===== src/verilog/id_consts.svh =====
// Decode stage constants
`ifndef ID_CONSTS_SVH
`define ID_CONSTS_SVH

// Datapath widths fixed by RV32
`define ID_ILEN   32
`define ID_XLEN   32
`define ID_REG_W  5
`define ID_PC_W   32

// Compressed halfword width
`define ID_CLEN   16

// Quadrant bits, 2'b11 marks a full-width instruction
`define ID_C_MARK_MSB 1
`define ID_C_MARK_LSB 0

`endif


===== src/verilog/riscv_pkg.sv =====
// RV32 instruction set encodings
package riscv_pkg;

  // --------------------
  // Major opcodes
  // --------------------
  typedef enum logic [6:0] {
    OPC_LOAD   = 7'b0000011,
    OPC_STORE  = 7'b0100011,
    OPC_BRANCH = 7'b1100011,
    OPC_JAL    = 7'b1101111,
    OPC_JALR   = 7'b1100111,
    OPC_LUI    = 7'b0110111,
    OPC_AUIPC  = 7'b0010111,
    OPC_OP_IMM = 7'b0010011,
    OPC_OP     = 7'b0110011
  } opcode_e;

  // --------------------
  // Compressed quadrants
  // --------------------
  typedef enum logic [1:0] {
    C_Q0   = 2'b00,
    C_Q1   = 2'b01,
    C_Q2   = 2'b10,
    C_NONE = 2'b11
  } c_quad_e;

endpackage


===== src/verilog/id_pkg.sv =====
// Decode result types
package id_pkg;

  // Functional unit that executes the entry
  typedef enum logic [2:0] {
    FU_NONE,
    FU_ALU,
    FU_BRANCH,
    FU_LOAD,
    FU_STORE
  } fu_e;

  // --------------------
  // Operations
  // --------------------
  typedef enum logic [4:0] {
    OP_ADD, OP_SUB, OP_AND, OP_OR,
    OP_XOR, OP_SLL, OP_SRL, OP_SRA,
    OP_SLT, OP_SLTU,
    OP_LUI, OP_AUIPC,
    OP_JAL, OP_JALR,
    OP_BEQ, OP_BNE, OP_BLT, OP_BGE,
    OP_LW, OP_SW,
    OP_NOP
  } op_e;

endpackage


===== src/verilog/compressed_expander.sv =====
// Compressed instruction expander
`timescale 1ns/1ns
`include "id_consts.svh"

module compressed_expander (
  input  logic [`ID_ILEN-1:0] instr_i,
  output logic [`ID_ILEN-1:0] instr_o,
  output logic                is_compressed_o,
  output logic                illegal_o
);
  import riscv_pkg::*;

  logic [`ID_CLEN-1:0]  c;
  c_quad_e              quad;
  logic [`ID_REG_W-1:0] rd_f;
  logic [`ID_REG_W-1:0] rs2_f;
  logic [`ID_REG_W-1:0] rs1_p;
  logic [`ID_REG_W-1:0] rd_p;

  assign c     = instr_i[`ID_CLEN-1:0];
  assign quad  = c_quad_e'(instr_i[`ID_C_MARK_MSB:`ID_C_MARK_LSB]);
  assign rd_f  = c[11:7];
  assign rs2_f = c[6:2];
  // Popular registers x8..x15
  assign rs1_p = {2'b01, c[9:7]};
  assign rd_p  = {2'b01, c[4:2]};

  assign is_compressed_o = (quad != C_NONE);

  always_comb begin
    instr_o   = instr_i;
    illegal_o = 1'b0;
    if (is_compressed_o) begin
      // Anything not matched below stays illegal
      instr_o   = '0;
      illegal_o = 1'b1;
      case (quad)
        C_Q0: begin
          if (c[15:13] == 3'b010) begin
            // C.LW
            instr_o   = {5'b0, c[5], c[12:10], c[6], 2'b00, rs1_p, 3'b010, rd_p, OPC_LOAD};
            illegal_o = 1'b0;
          end else if (c[15:13] == 3'b110) begin
            // C.SW
            instr_o   = {5'b0, c[5], c[12], rd_p, rs1_p, 3'b010, c[11:10], c[6], 2'b00,
                         OPC_STORE};
            illegal_o = 1'b0;
          end
        end
        C_Q1: begin
          illegal_o = 1'b0;
          case (c[15:13])
            3'b000: instr_o = {{7{c[12]}}, c[6:2], rd_f, 3'b000, rd_f, OPC_OP_IMM};
            3'b010: instr_o = {{7{c[12]}}, c[6:2], 5'd0, 3'b000, rd_f, OPC_OP_IMM};
            // C.J becomes jal x0
            3'b101: instr_o = {c[12], c[8], c[10:9], c[6], c[7], c[2], c[11], c[5:3],
                               c[12], {8{c[12]}}, 5'd0, OPC_JAL};
            // C.BEQZ compares against x0
            3'b110: instr_o = {{4{c[12]}}, c[6:5], c[2], 5'd0, rs1_p, 3'b000,
                               c[11:10], c[4:3], c[12], OPC_BRANCH};
            default: illegal_o = 1'b1;
          endcase
        end
        C_Q2: begin
          // rs2 of zero would be C.JR / C.JALR, not supported
          if (c[15:13] == 3'b100 && rs2_f != '0) begin
            instr_o   = {7'b0, rs2_f, c[12] ? rd_f : 5'd0, 3'b000, rd_f, OPC_OP};
            illegal_o = 1'b0;
          end
        end
        default: illegal_o = 1'b1;
      endcase
      // The zero halfword is defined illegal
      if (c == '0) begin
        illegal_o = 1'b1;
      end
    end
  end

endmodule


===== src/verilog/instr_decoder.sv =====
// RV32I subset decoder
`timescale 1ns/1ns
`include "id_consts.svh"

module instr_decoder (
  input  logic [`ID_ILEN-1:0]  instr_i,
  input  logic                 illegal_i,
  output id_pkg::fu_e          fu_o,
  output id_pkg::op_e          op_o,
  output logic [`ID_REG_W-1:0] rs1_o,
  output logic [`ID_REG_W-1:0] rs2_o,
  output logic [`ID_REG_W-1:0] rd_o,
  output logic [`ID_XLEN-1:0]  imm_o,
  output logic                 illegal_o,
  output logic                 ctrl_flow_o
);
  import riscv_pkg::*;
  import id_pkg::*;

  opcode_e              opcode;
  logic [2:0]           funct3;
  logic [6:0]           funct7;
  logic [`ID_REG_W-1:0] rs1_f;
  logic [`ID_REG_W-1:0] rs2_f;
  logic [`ID_REG_W-1:0] rd_f;
  logic [`ID_XLEN-1:0]  imm_i_t;
  logic [`ID_XLEN-1:0]  imm_s_t;
  logic [`ID_XLEN-1:0]  imm_b_t;
  logic [`ID_XLEN-1:0]  imm_u_t;
  logic [`ID_XLEN-1:0]  imm_j_t;
  logic                 unknown;

  assign opcode = opcode_e'(instr_i[6:0]);
  assign funct3 = instr_i[14:12];
  assign funct7 = instr_i[31:25];
  assign rd_f   = instr_i[11:7];
  assign rs1_f  = instr_i[19:15];
  assign rs2_f  = instr_i[24:20];

  // --------------------
  // Immediate formats
  // --------------------
  assign imm_i_t = {{(`ID_XLEN-12){instr_i[31]}}, instr_i[31:20]};
  assign imm_s_t = {{(`ID_XLEN-12){instr_i[31]}}, instr_i[31:25], instr_i[11:7]};
  assign imm_b_t = {{(`ID_XLEN-13){instr_i[31]}}, instr_i[31], instr_i[7], instr_i[30:25],
                    instr_i[11:8], 1'b0};
  assign imm_u_t = {instr_i[31:12], 12'b0};
  assign imm_j_t = {{(`ID_XLEN-21){instr_i[31]}}, instr_i[31], instr_i[19:12], instr_i[20],
                    instr_i[30:21], 1'b0};

  always_comb begin
    fu_o        = FU_NONE;
    op_o        = OP_NOP;
    rs1_o       = '0;
    rs2_o       = '0;
    rd_o        = '0;
    imm_o       = '0;
    ctrl_flow_o = 1'b0;
    unknown     = 1'b0;
    case (opcode)
      OPC_LUI, OPC_AUIPC: begin
        fu_o  = FU_ALU;
        op_o  = (opcode == OPC_LUI) ? OP_LUI : OP_AUIPC;
        rd_o  = rd_f;
        imm_o = imm_u_t;
      end
      OPC_JAL: begin
        fu_o        = FU_BRANCH;
        op_o        = OP_JAL;
        rd_o        = rd_f;
        imm_o       = imm_j_t;
        ctrl_flow_o = 1'b1;
      end
      OPC_JALR: begin
        fu_o        = FU_BRANCH;
        op_o        = OP_JALR;
        rs1_o       = rs1_f;
        rd_o        = rd_f;
        imm_o       = imm_i_t;
        ctrl_flow_o = 1'b1;
        unknown     = (funct3 != 3'b000);
      end
      OPC_BRANCH: begin
        fu_o        = FU_BRANCH;
        rs1_o       = rs1_f;
        rs2_o       = rs2_f;
        imm_o       = imm_b_t;
        ctrl_flow_o = 1'b1;
        case (funct3)
          3'b000:  op_o = OP_BEQ;
          3'b001:  op_o = OP_BNE;
          3'b100:  op_o = OP_BLT;
          3'b101:  op_o = OP_BGE;
          default: unknown = 1'b1;
        endcase
      end
      // Only word accesses
      OPC_LOAD: begin
        fu_o    = FU_LOAD;
        op_o    = OP_LW;
        rs1_o   = rs1_f;
        rd_o    = rd_f;
        imm_o   = imm_i_t;
        unknown = (funct3 != 3'b010);
      end
      OPC_STORE: begin
        fu_o    = FU_STORE;
        op_o    = OP_SW;
        rs1_o   = rs1_f;
        rs2_o   = rs2_f;
        imm_o   = imm_s_t;
        unknown = (funct3 != 3'b010);
      end
      OPC_OP_IMM, OPC_OP: begin
        fu_o  = FU_ALU;
        rs1_o = rs1_f;
        rd_o  = rd_f;
        if (opcode == OPC_OP) begin
          rs2_o = rs2_f;
        end else begin
          imm_o = imm_i_t;
        end
        case (funct3)
          3'b000: op_o = (opcode == OPC_OP && funct7 == 7'b0100000) ? OP_SUB : OP_ADD;
          3'b001: op_o = OP_SLL;
          3'b010: op_o = OP_SLT;
          3'b011: op_o = OP_SLTU;
          3'b100: op_o = OP_XOR;
          3'b101: op_o = (funct7 == 7'b0100000) ? OP_SRA : OP_SRL;
          3'b110: op_o = OP_OR;
          default: op_o = OP_AND;
        endcase
        // funct7 only matters for R-type and shifts
        if (opcode == OPC_OP || funct3 == 3'b001 || funct3 == 3'b101) begin
          if (funct7 == 7'b0100000) begin
            unknown = !(funct3 == 3'b101 || (funct3 == 3'b000 && opcode == OPC_OP));
          end else begin
            unknown = (funct7 != 7'b0);
          end
        end
      end
      default: unknown = 1'b1;
    endcase
    if (unknown || illegal_i) begin
      fu_o        = FU_NONE;
      op_o        = OP_NOP;
      rs1_o       = '0;
      rs2_o       = '0;
      rd_o        = '0;
      imm_o       = '0;
      ctrl_flow_o = 1'b0;
    end
  end

  assign illegal_o = unknown || illegal_i;

endmodule


===== src/verilog/issue_register.sv =====
// ID/issue pipeline register
`timescale 1ns/1ns
`include "id_consts.svh"

module issue_register (
  input  logic                 clk_i,
  input  logic                 rst_ni,
  input  logic                 flush_i,
  input  logic                 fetch_valid_i,
  input  logic                 issue_ack_i,
  input  logic [`ID_PC_W-1:0]  pc_i,
  input  logic [`ID_ILEN-1:0]  orig_instr_i,
  input  logic                 is_compressed_i,
  input  id_pkg::fu_e          fu_i,
  input  id_pkg::op_e          op_i,
  input  logic [`ID_REG_W-1:0] rs1_i,
  input  logic [`ID_REG_W-1:0] rs2_i,
  input  logic [`ID_REG_W-1:0] rd_i,
  input  logic [`ID_XLEN-1:0]  imm_i,
  input  logic                 illegal_i,
  input  logic                 ctrl_flow_i,
  output logic                 fetch_ready_o,
  output logic                 issue_valid_o,
  output logic [`ID_PC_W-1:0]  pc_o,
  output logic [`ID_ILEN-1:0]  orig_instr_o,
  output logic                 is_compressed_o,
  output id_pkg::fu_e          fu_o,
  output id_pkg::op_e          op_o,
  output logic [`ID_REG_W-1:0] rs1_o,
  output logic [`ID_REG_W-1:0] rs2_o,
  output logic [`ID_REG_W-1:0] rd_o,
  output logic [`ID_XLEN-1:0]  imm_o,
  output logic                 illegal_o,
  output logic                 ctrl_flow_o
);
  import id_pkg::*;

  logic valid_q;
  logic accept;

  // Room when empty or when the entry leaves this cycle
  assign fetch_ready_o = !valid_q || issue_ack_i;
  assign accept        = fetch_valid_i && fetch_ready_o;
  assign issue_valid_o = valid_q;

  // --------------------
  // Valid bit
  // --------------------
  always_ff @(posedge clk_i or negedge rst_ni) begin
    if (!rst_ni) begin
      valid_q <= 1'b0;
    end else if (flush_i) begin
      valid_q <= 1'b0;
    end else if (accept) begin
      valid_q <= 1'b1;
    end else if (issue_ack_i) begin
      valid_q <= 1'b0;
    end
  end

  // Payload, loaded on every accepted word
  always_ff @(posedge clk_i or negedge rst_ni) begin
    if (!rst_ni) begin
      pc_o            <= '0;
      orig_instr_o    <= '0;
      is_compressed_o <= 1'b0;
      fu_o            <= FU_NONE;
      op_o            <= OP_NOP;
      rs1_o           <= '0;
      rs2_o           <= '0;
      rd_o            <= '0;
      imm_o           <= '0;
      illegal_o       <= 1'b0;
      ctrl_flow_o     <= 1'b0;
    end else if (accept) begin
      pc_o            <= pc_i;
      // Upper half of a compressed word is the next instruction
      orig_instr_o    <= is_compressed_i ?
                         {{(`ID_ILEN-`ID_CLEN){1'b0}}, orig_instr_i[`ID_CLEN-1:0]} :
                         orig_instr_i;
      is_compressed_o <= is_compressed_i;
      fu_o            <= fu_i;
      op_o            <= op_i;
      rs1_o           <= rs1_i;
      rs2_o           <= rs2_i;
      rd_o            <= rd_i;
      imm_o           <= imm_i;
      illegal_o       <= illegal_i;
      ctrl_flow_o     <= ctrl_flow_i;
    end
  end

endmodule


===== src/verilog/id_stage.sv =====
// Instruction decode stage
`timescale 1ns/1ns
`include "id_consts.svh"

module id_stage (
  input  logic                 clk_i,
  input  logic                 rst_ni,
  input  logic                 flush_i,
  input  logic                 fetch_valid_i,
  input  logic [`ID_ILEN-1:0]  fetch_instr_i,
  input  logic [`ID_PC_W-1:0]  fetch_pc_i,
  output logic                 fetch_ready_o,
  input  logic                 issue_ack_i,
  output logic                 issue_valid_o,
  output logic [`ID_PC_W-1:0]  issue_pc_o,
  output id_pkg::fu_e          issue_fu_o,
  output id_pkg::op_e          issue_op_o,
  output logic [`ID_REG_W-1:0] issue_rs1_o,
  output logic [`ID_REG_W-1:0] issue_rs2_o,
  output logic [`ID_REG_W-1:0] issue_rd_o,
  output logic [`ID_XLEN-1:0]  issue_imm_o,
  output logic                 issue_illegal_o,
  output logic                 issue_ctrl_flow_o,
  output logic                 issue_compressed_o,
  output logic [`ID_ILEN-1:0]  orig_instr_o
);
  import id_pkg::*;

  logic [`ID_ILEN-1:0]  exp_instr;
  logic                 exp_compressed;
  logic                 exp_illegal;
  fu_e                  dec_fu;
  op_e                  dec_op;
  logic [`ID_REG_W-1:0] dec_rs1;
  logic [`ID_REG_W-1:0] dec_rs2;
  logic [`ID_REG_W-1:0] dec_rd;
  logic [`ID_XLEN-1:0]  dec_imm;
  logic                 dec_illegal;
  logic                 dec_ctrl_flow;

  compressed_expander u_expander (
    .instr_i         (fetch_instr_i),
    .instr_o         (exp_instr),
    .is_compressed_o (exp_compressed),
    .illegal_o       (exp_illegal)
  );

  instr_decoder u_decoder (
    .instr_i     (exp_instr),
    .illegal_i   (exp_illegal),
    .fu_o        (dec_fu),
    .op_o        (dec_op),
    .rs1_o       (dec_rs1),
    .rs2_o       (dec_rs2),
    .rd_o        (dec_rd),
    .imm_o       (dec_imm),
    .illegal_o   (dec_illegal),
    .ctrl_flow_o (dec_ctrl_flow)
  );

  issue_register u_issue_reg (
    .clk_i           (clk_i),
    .rst_ni          (rst_ni),
    .flush_i         (flush_i),
    .fetch_valid_i   (fetch_valid_i),
    .issue_ack_i     (issue_ack_i),
    .pc_i            (fetch_pc_i),
    .orig_instr_i    (fetch_instr_i),
    .is_compressed_i (exp_compressed),
    .fu_i            (dec_fu),
    .op_i            (dec_op),
    .rs1_i           (dec_rs1),
    .rs2_i           (dec_rs2),
    .rd_i            (dec_rd),
    .imm_i           (dec_imm),
    .illegal_i       (dec_illegal),
    .ctrl_flow_i     (dec_ctrl_flow),
    .fetch_ready_o   (fetch_ready_o),
    .issue_valid_o   (issue_valid_o),
    .pc_o            (issue_pc_o),
    .orig_instr_o    (orig_instr_o),
    .is_compressed_o (issue_compressed_o),
    .fu_o            (issue_fu_o),
    .op_o            (issue_op_o),
    .rs1_o           (issue_rs1_o),
    .rs2_o           (issue_rs2_o),
    .rd_o            (issue_rd_o),
    .imm_o           (issue_imm_o),
    .illegal_o       (issue_illegal_o),
    .ctrl_flow_o     (issue_ctrl_flow_o)
  );

endmodule


===== config.mk =====
export PLATFORM = sky130hd
export DESIGN_NAME = id_stage
export DESIGN_NICKNAME = d
export VERILOG_FILES = /design/src/verilog/riscv_pkg.sv /design/src/verilog/id_pkg.sv /design/src/verilog/compressed_expander.sv /design/src/verilog/instr_decoder.sv /design/src/verilog/issue_register.sv /design/src/verilog/id_stage.sv
export VERILOG_INCLUDE_DIRS = /design/src /design/src/verilog
export SDC_FILE = /design/constraint.sdc
export NUM_CORES = 1
export LEC_CHECK = 0
export BUFFER_PORTS_ARGS = -buffer_cell sky130_fd_sc_hd__buf_4
export CAP_MARGIN = 20
export CORE_MARGIN = 2
export CORE_UTILIZATION = 47
export DETAILED_ROUTE_END_ITERATION = 7
export PLACE_DENSITY = 0.77
export SYNTH_ARGS = -nofsm -noshare
export SYNTH_HDL_FRONTEND = slang
export SYNTH_SLANG_ARGS = --single-unit
export TNS_END_PERCENT = 10

===== constraint.sdc =====
create_clock -name clk_i -period 1.4 [get_ports clk_i]
set_input_delay 0.07 -clock clk_i [delete_from_list [all_inputs] [get_ports clk_i]]
set_output_delay 0.07 -clock clk_i [all_outputs]
set_load 0.005 [all_outputs]

-- Word-level counts from Yosys, hierarchy flattened
Index checks and enable logic that the tools add are counted.
- bits in registers: 123
- bits of input ports: 69
- equality and inequality tests: 24
- muxes and demuxes: 43
- reduce and logical (&&, ||, !) cells: 31
- operator list (kind ; number):
    one-hot mux 32 bit (6 select lines) ; 1
    two-way mux 32 bit ; 5
    one-hot mux 32 bit (4 select lines) ; 1
    one-hot mux 32 bit (3 select lines) ; 1
    one-hot mux 5 bit (7 select lines) ; 2
    two-way mux 5 bit ; 8
    == test 7 x 6 -> 1 bit (second input constant) ; 4
    two-way mux 27 bit ; 1
    two-way mux 25 bit ; 1
    == test 7 bit (second input constant) ; 3
    one-hot mux 5 bit (4 select lines) ; 1
    == test 3 bit (second input constant) ; 6
    two-way mux 1 bit ; 17
    logical NOT 16 bit ; 1
    == test 7 x 5 -> 1 bit (second input constant) ; 2
    one-hot mux 3 bit (4 select lines) ; 1
    OR reduction 4 bit ; 3
    one-hot mux 5 bit (2 select lines) ; 1
    OR reduction 2 bit ; 5
    == test 3 x 2 -> 1 bit (second input constant) ; 3
    == test 7 x 2 -> 1 bit (second input constant) ; 1
    nonzero test 7 bit ; 1
    OR reduction 7 bit ; 1
    logical NOT 3 bit ; 2
    16 further kinds ; 26

-- Longest topological paths before layout
- depth after elaboration: 14
- mapped depth: 11

-- Hierarchy
From an unflattened synthesis, not the netlist that was laid out.
- cell total of the unflattened synthesis: 650
- area, all modules: 7091.8 sq um
- by module, submodules not included (module ; instances ; cells an instance ; area an instance (sq um) ; seq. area each (sq um)):
    issue_register ; 1 ; 279 ; 5011.1 ; 3080.5
    compressed_expander ; 1 ; 184 ; 1076.0 ; 0.0
    instr_decoder ; 1 ; 187 ; 1004.7 ; 0.0

-- Worst setup path before layout
No wires, ideal clock.
- path type: input port to flip-flop
- start point: in fetch_instr_i[3]
- end point: reg u_issue_reg.fu_o[2]
- library setup time: 0.122 ns
- arrival: 2.189 ns
- data required time: 1.278 ns
- path slack: -0.911 ns
- cell stages on the path: 11
- buffers on the path: 4
- cells stage by stage: buf_6 -> or4_4 -> o21a_4 -> a21oi_4 -> or3_1 -> buf_4 -> o21ai_2 -> o2111a_1 -> buf_6 -> buf_6 -> a32o_1
- longest elaborated chain between the ends: 14
- ends and longest elaborated chain (element ; line ; source):
    start, declared ; id_stage.sv:10 ; input logic [`ID_ILEN-1:0] fetch_instr_i,
    nonzero test 5 bit ; compressed_expander.sv:66 ; if (c[15:13] == 3'b100 && rs2_f != '0) begin
    logical AND 1 bit ; compressed_expander.sv:66 ;
    two-way mux 25 bit ; compressed_expander.sv:66 ;
    one-hot mux 32 bit (3 select lines) ; compressed_expander.sv:37 ; case (quad)
    two-way mux 32 bit ; compressed_expander.sv:33 ; if (is_compressed_o) begin
    == test 7 x 6 -> 1 bit ; instr_decoder.sv:60, instr_decoder.sv:134, instr_decoder.sv:136 ;
    logical AND 1 bit ; instr_decoder.sv:136 ; unknown = !(funct3 == 3'b101 || (funct3 == 3'b000 && opcode == OPC_OP));
    logical OR 1 bit ; instr_decoder.sv:136 ;
    logical NOT 1 bit ; instr_decoder.sv:136 ;
    two-way mux 1 bit ; instr_decoder.sv:135 ; if (funct7 == 7'b0100000) begin
    two-way mux 1 bit ; instr_decoder.sv:134 ; if (opcode == OPC_OP || funct3 == 3'b001 || funct3 == 3'b101) begin
    one-hot mux 1 bit (5 select lines) ; instr_decoder.sv:60 ; case (opcode)
    logical OR 1 bit ; instr_decoder.sv:144 ; if (unknown || illegal_i) begin
    two-way mux 3 bit (*) ; instr_decoder.sv:144 ;
    end signal, assigned ; issue_register.sv:82 ; fu_o <= fu_i;
    end, declared ; issue_register.sv:27 ; output id_pkg::fu_e fu_o,
Every way passes the cells marked *; elsewhere a longest branch is shown, timed or not.
A chain may end at the register's enable or synchronous reset.

-- Worst setup path after layout
- start point: in fetch_instr_i[2]
- end point: reg u_issue_reg.imm_o[17]
- longest elaborated chain between the ends: 14
- ends and longest elaborated chain (element ; line ; source):
    nonzero test 5 bit ; compressed_expander.sv:66 ;
    logical AND 1 bit ; compressed_expander.sv:66 ;
    two-way mux 25 bit ; compressed_expander.sv:66 ;
    one-hot mux 32 bit (3 select lines) ; compressed_expander.sv:37 ;
    two-way mux 32 bit ; compressed_expander.sv:33 ;
    == test 7 x 6 -> 1 bit ; - ;
    logical AND 1 bit ; instr_decoder.sv:136 ;
    logical OR 1 bit ; instr_decoder.sv:136 ;
    logical NOT 1 bit ; instr_decoder.sv:136 ;
    two-way mux 1 bit ; instr_decoder.sv:135 ;
    two-way mux 1 bit ; instr_decoder.sv:134 ;
    one-hot mux 1 bit (5 select lines) ; instr_decoder.sv:60 ;
    logical OR 1 bit ; instr_decoder.sv:144 ;
    two-way mux 32 bit (*) ; instr_decoder.sv:144 ;
    end signal, assigned ; issue_register.sv:87 ; imm_o <= imm_i;
    end, declared ; issue_register.sv:32 ; output logic [`ID_XLEN-1:0] imm_o,
Marks and branches as above.

==> metrics <==
launch point of the worst hold path=fetch_instr_i[7]; largest net degree at the start of global routing=73; Initial DRC Count=823; Antenna diodes=0; Worst R2R Setup Slack=-0.31 ns; die area=around 0.014 mm^2; Worst Tran Pin Value=between 0.6 and 0.7 ns; post-route setup TNS=-28.16 ns; number of buffers and inverters on the critical path=3; CTS tree=yes; Largest stage delay, worst path=0.55 ns; Max-Slew Margin vs Limit=0.587; Hold Path Sink=u_issue_reg.orig_instr_o[7]$_DFFE_PN0P_; PwrDens=between 1000 and 1500 mW/mm^2; number of global-route vias before repair=7587; Crit Path Category=in2reg; synthesized flop and latch total=about 120; failing checks=setup timing; Yosys Warn Count=0; Sw Pwr=3.14 mW; Seq pwr share=0.355; critical path, cell by cell=buf_4 > or4_4 > o21a_4 > buf_6 > nor2_4 > nor4_4 > o31ai_2 > buf_4 > a21bo_4 > a22o_1; first-pass GRT wire length=42800 um; endpoints failing setup=57; IO Pins=193; Synth cell types=76; leakage=5.25 nW; Rows=42; Buffers on Ports=~190; Syn-to-layout area delta=65.4%; Int Pwr=7.93 mW; Synth Area per Inst=8.99 um^2; Hold Slack=0.00924 ns; Cells after Synth=between 600 and 700; initial antenna violation count=1; combinational share of power=0.203; drt total wl=27600 um; Synth area leaders=dfrtp_1, nand2_1, a22o_1; fillcell total=827; CP max-delay cell=or4_4; Crit Path Max Fanout=6; CTS clk-pin slew, worst paths=about 0.060 ns; clock sink total=123; Core Footprint=0.0131 mm^2; wire per inst=between 20 and 25 um; Clock Latency Late Sink=0.43 ns; routed vias=between 7000 and 8000; Remaining Overflow, GRT=0; Tcrit/Tclk final=1.42; crit path time final=1.99 ns; Yosys top cell by area=dfrtp_1; RSZ-0062 raised after global routing=true; Max Cap Viol=0; share of layout cells above drive strength 1=0.408; CP required=1.72 ns; share of the synthesized area in the top cell type=0.483; Critical Path End Type=register; initial core utilization=0.477; vias per cell=5.91; cts bufs inserted=17; sequential fraction of the synthesis area=0.492; Fin Clk Skew=0.00976 ns; DP HPWL=roughly 18000 um; Primary FF master, synth=dfrtp_1; DIE HEIGHT=about 120 um; placed cell count=1165; Top Family by Delay on Critical Path=compound AO/OA/AOI/OAI gates; Clk pwr share=0.442; Hold Vio Cnt, Final=0; Synth async-reset ratio=1.00; Final Util=0.789; remaining antenna violation count=0; Final Max Tran Viols=0; worst path arrival time=2.31 ns; number of remaining DRC errors=0; f_max=502 MHz; routability cong.=0.960; drt pass-1 iters=6; Nets=1130; Final WS setup=-0.594 ns; r2r endpoint=u_issue_reg.op_o[0]$_DFFE_PN0P_; worst min path class=in2reg; H-tree depth=4; launching point of the worst reg2reg path=u_issue_reg.issue_valid_o$_DFFE_PN0P_; r2r worst-path depth=6; gr usage total=0.393; worst vdd ir=0.735 mV; Setup crit start kind=input port; Hold Path Stages=4; Post-synth EDFFs=0; status=complete, but fails checks; Synth Net Count=766; Net Sw Frac=0.284; Mapped Area=0.00627 mm^2; cell mode on critical path=buf_4; die width=119 um; Root Buffer=clkbuf_16; Max clock buf depth=2; Finished Layout Cells=roughly 1300
[registers in the layout (all words and copies together), names as in the netlist, 3 cells and up]
signal and flops:
u_issue_reg.fu_o 3, u_issue_reg.imm_o 32, u_issue_reg.rd_o 5, u_issue_reg.pc_o 32
u_issue_reg.rs2_o 5, u_issue_reg.rs1_o 5, u_issue_reg.orig_instr_o 32, u_issue_reg.op_o 5
[power groups by stage]
stage | sequential (mW) | clock (mW) | combinational, mW
2_1_floorplan | 3.97 | 0 | 0.722
3_3_place_gp | 3.95 | 0 | 1.91
3_5_place_dp | 3.97 | 0 | 1.95
4_1_cts | 3.91 | 4.87 | 2.16
5_1_grt | 3.95 | 5.07 | 2.40
6_report | 3.93 | 4.89 | 2.25
[kinds of logic after synthesis]
family,after synthesis,synth area share
simple gates,296,0.207
compound gates,205,0.244
flops,123,0.492
buf+inv,68,0.0495
xor+xnor,3,0.00419
mux,2,0.00339
[metrics by stage]
| step | worst slack (ns) | power (mW) | cell area, um^2 |
|---|---|---|---|
| 6_report | -0.594 | 11.1 | 10400 |
| 5_1_grt | -0.597 | 11.4 | 10400 |
| 4_1_cts | -0.525 | 10.9 | 10300 |
| 3_5_place_dp | -1.15 | 5.92 | 8950 |
| 3_3_place_gp | -1.09 | 5.86 | 8950 |
| 2_1_floorplan | -0.843 | 4.69 | 6280 |
[per-layer routing]
metal  vias to the layer above  track usage  part of all wire
li1                       3231            -                 -
met1                      3624        0.487              0.39
met2                       445        0.651              0.48
met3                        92       0.0953             0.083
met4                         0        0.174             0.041
met5                         -            0                 0
[worst max-delay path by stage]
stage / startpoint / endpoint / slack [ns] / cells after the start
floorplan: fetch_instr_i[3] / u_issue_reg.fu_o[2]$_DFFE_PN0P_ / -0.84 / 11
global placement: fetch_instr_i[4] / u_issue_reg.imm_o[16]$_DFFE_PN0P_ / -1.09 / 10
detailed placement: fetch_instr_i[4] / u_issue_reg.imm_o[8]$_DFFE_PN0P_ / -1.15 / 10
CTS: fetch_instr_i[5] / u_issue_reg.imm_o[17]$_DFFE_PN0P_ / -0.53 / 10
global route: fetch_instr_i[5] / u_issue_reg.imm_o[22]$_DFFE_PN0P_ / -0.60 / 10
finish: fetch_instr_i[2] / u_issue_reg.imm_o[17]$_DFFE_PN0P_ / -0.59 / 10
[timing repair]
action / CTS / global route
cloned: 1 / 0
hold buffers: 49 / 0
setup endpoints to repair: 120 / 88
gates resized for setup: 52 / 16
pin swaps: 19 / 10
setup buffers: 3 / 0
hold endpoints to repair: 129 / 0
[cell usage after synthesis (all sizes together), types with 4 or more instances]
cell     instances
a32o            20
a21o             4
nor2            21
a32oi            4
o21a             4
nand2b           5
dfrtp          121
buf             19
o21ai           59
a31oi            7
inv             12
a21oi           20
o2bb2ai          4
a22o            33
and2             4
nand3           18
nor3            11
o31ai            4
clkbuf          35
nand2          207
o211ai           7
[area by class of cell]
type | instances | area, um^2 | area share
Clock buffer | 18 | 439 | 0.0424
Clock inverter | 14 | 208 | 0.0200
Inverter | 14 | 56.3 | 0.00543
Multi-Input combinational cell | 506 | 3090 | 0.298
Sequential cell | 123 | 3080 | 0.297
Tap cell | 176 | 220 | 0.0212
Timing Repair Buffer | 399 | 3270 | 0.316
[placed cells by master, fill, tap and decap left out, types with 4 or more instances in the layout]
master,n
nor2_1,18
o2bb2ai_1,4
buf_4,330
buf_12,10
nand2b_1,4
inv_6,4
nor3_1,6
o21ai_1,8
bufinv_16,4
inv_1,12
a31oi_1,6
clkbuf_16,17
a32o_1,20
a21oi_1,19
a22o_1,32
dlygate4sd3_1,49
o211ai_1,7
nand2_1,204
nand3_1,17
buf_6,9
o21ai_0,46
a21o_1,4
dfrtp_1,121
[tightest hold or removal path, cell delays in order]
cell     delay, ns
buf_4         0.09
buf_4         0.14
nand2_1       0.06
nand2_1       0.05
Note: power is estimated with default switching activity, not from simulation.
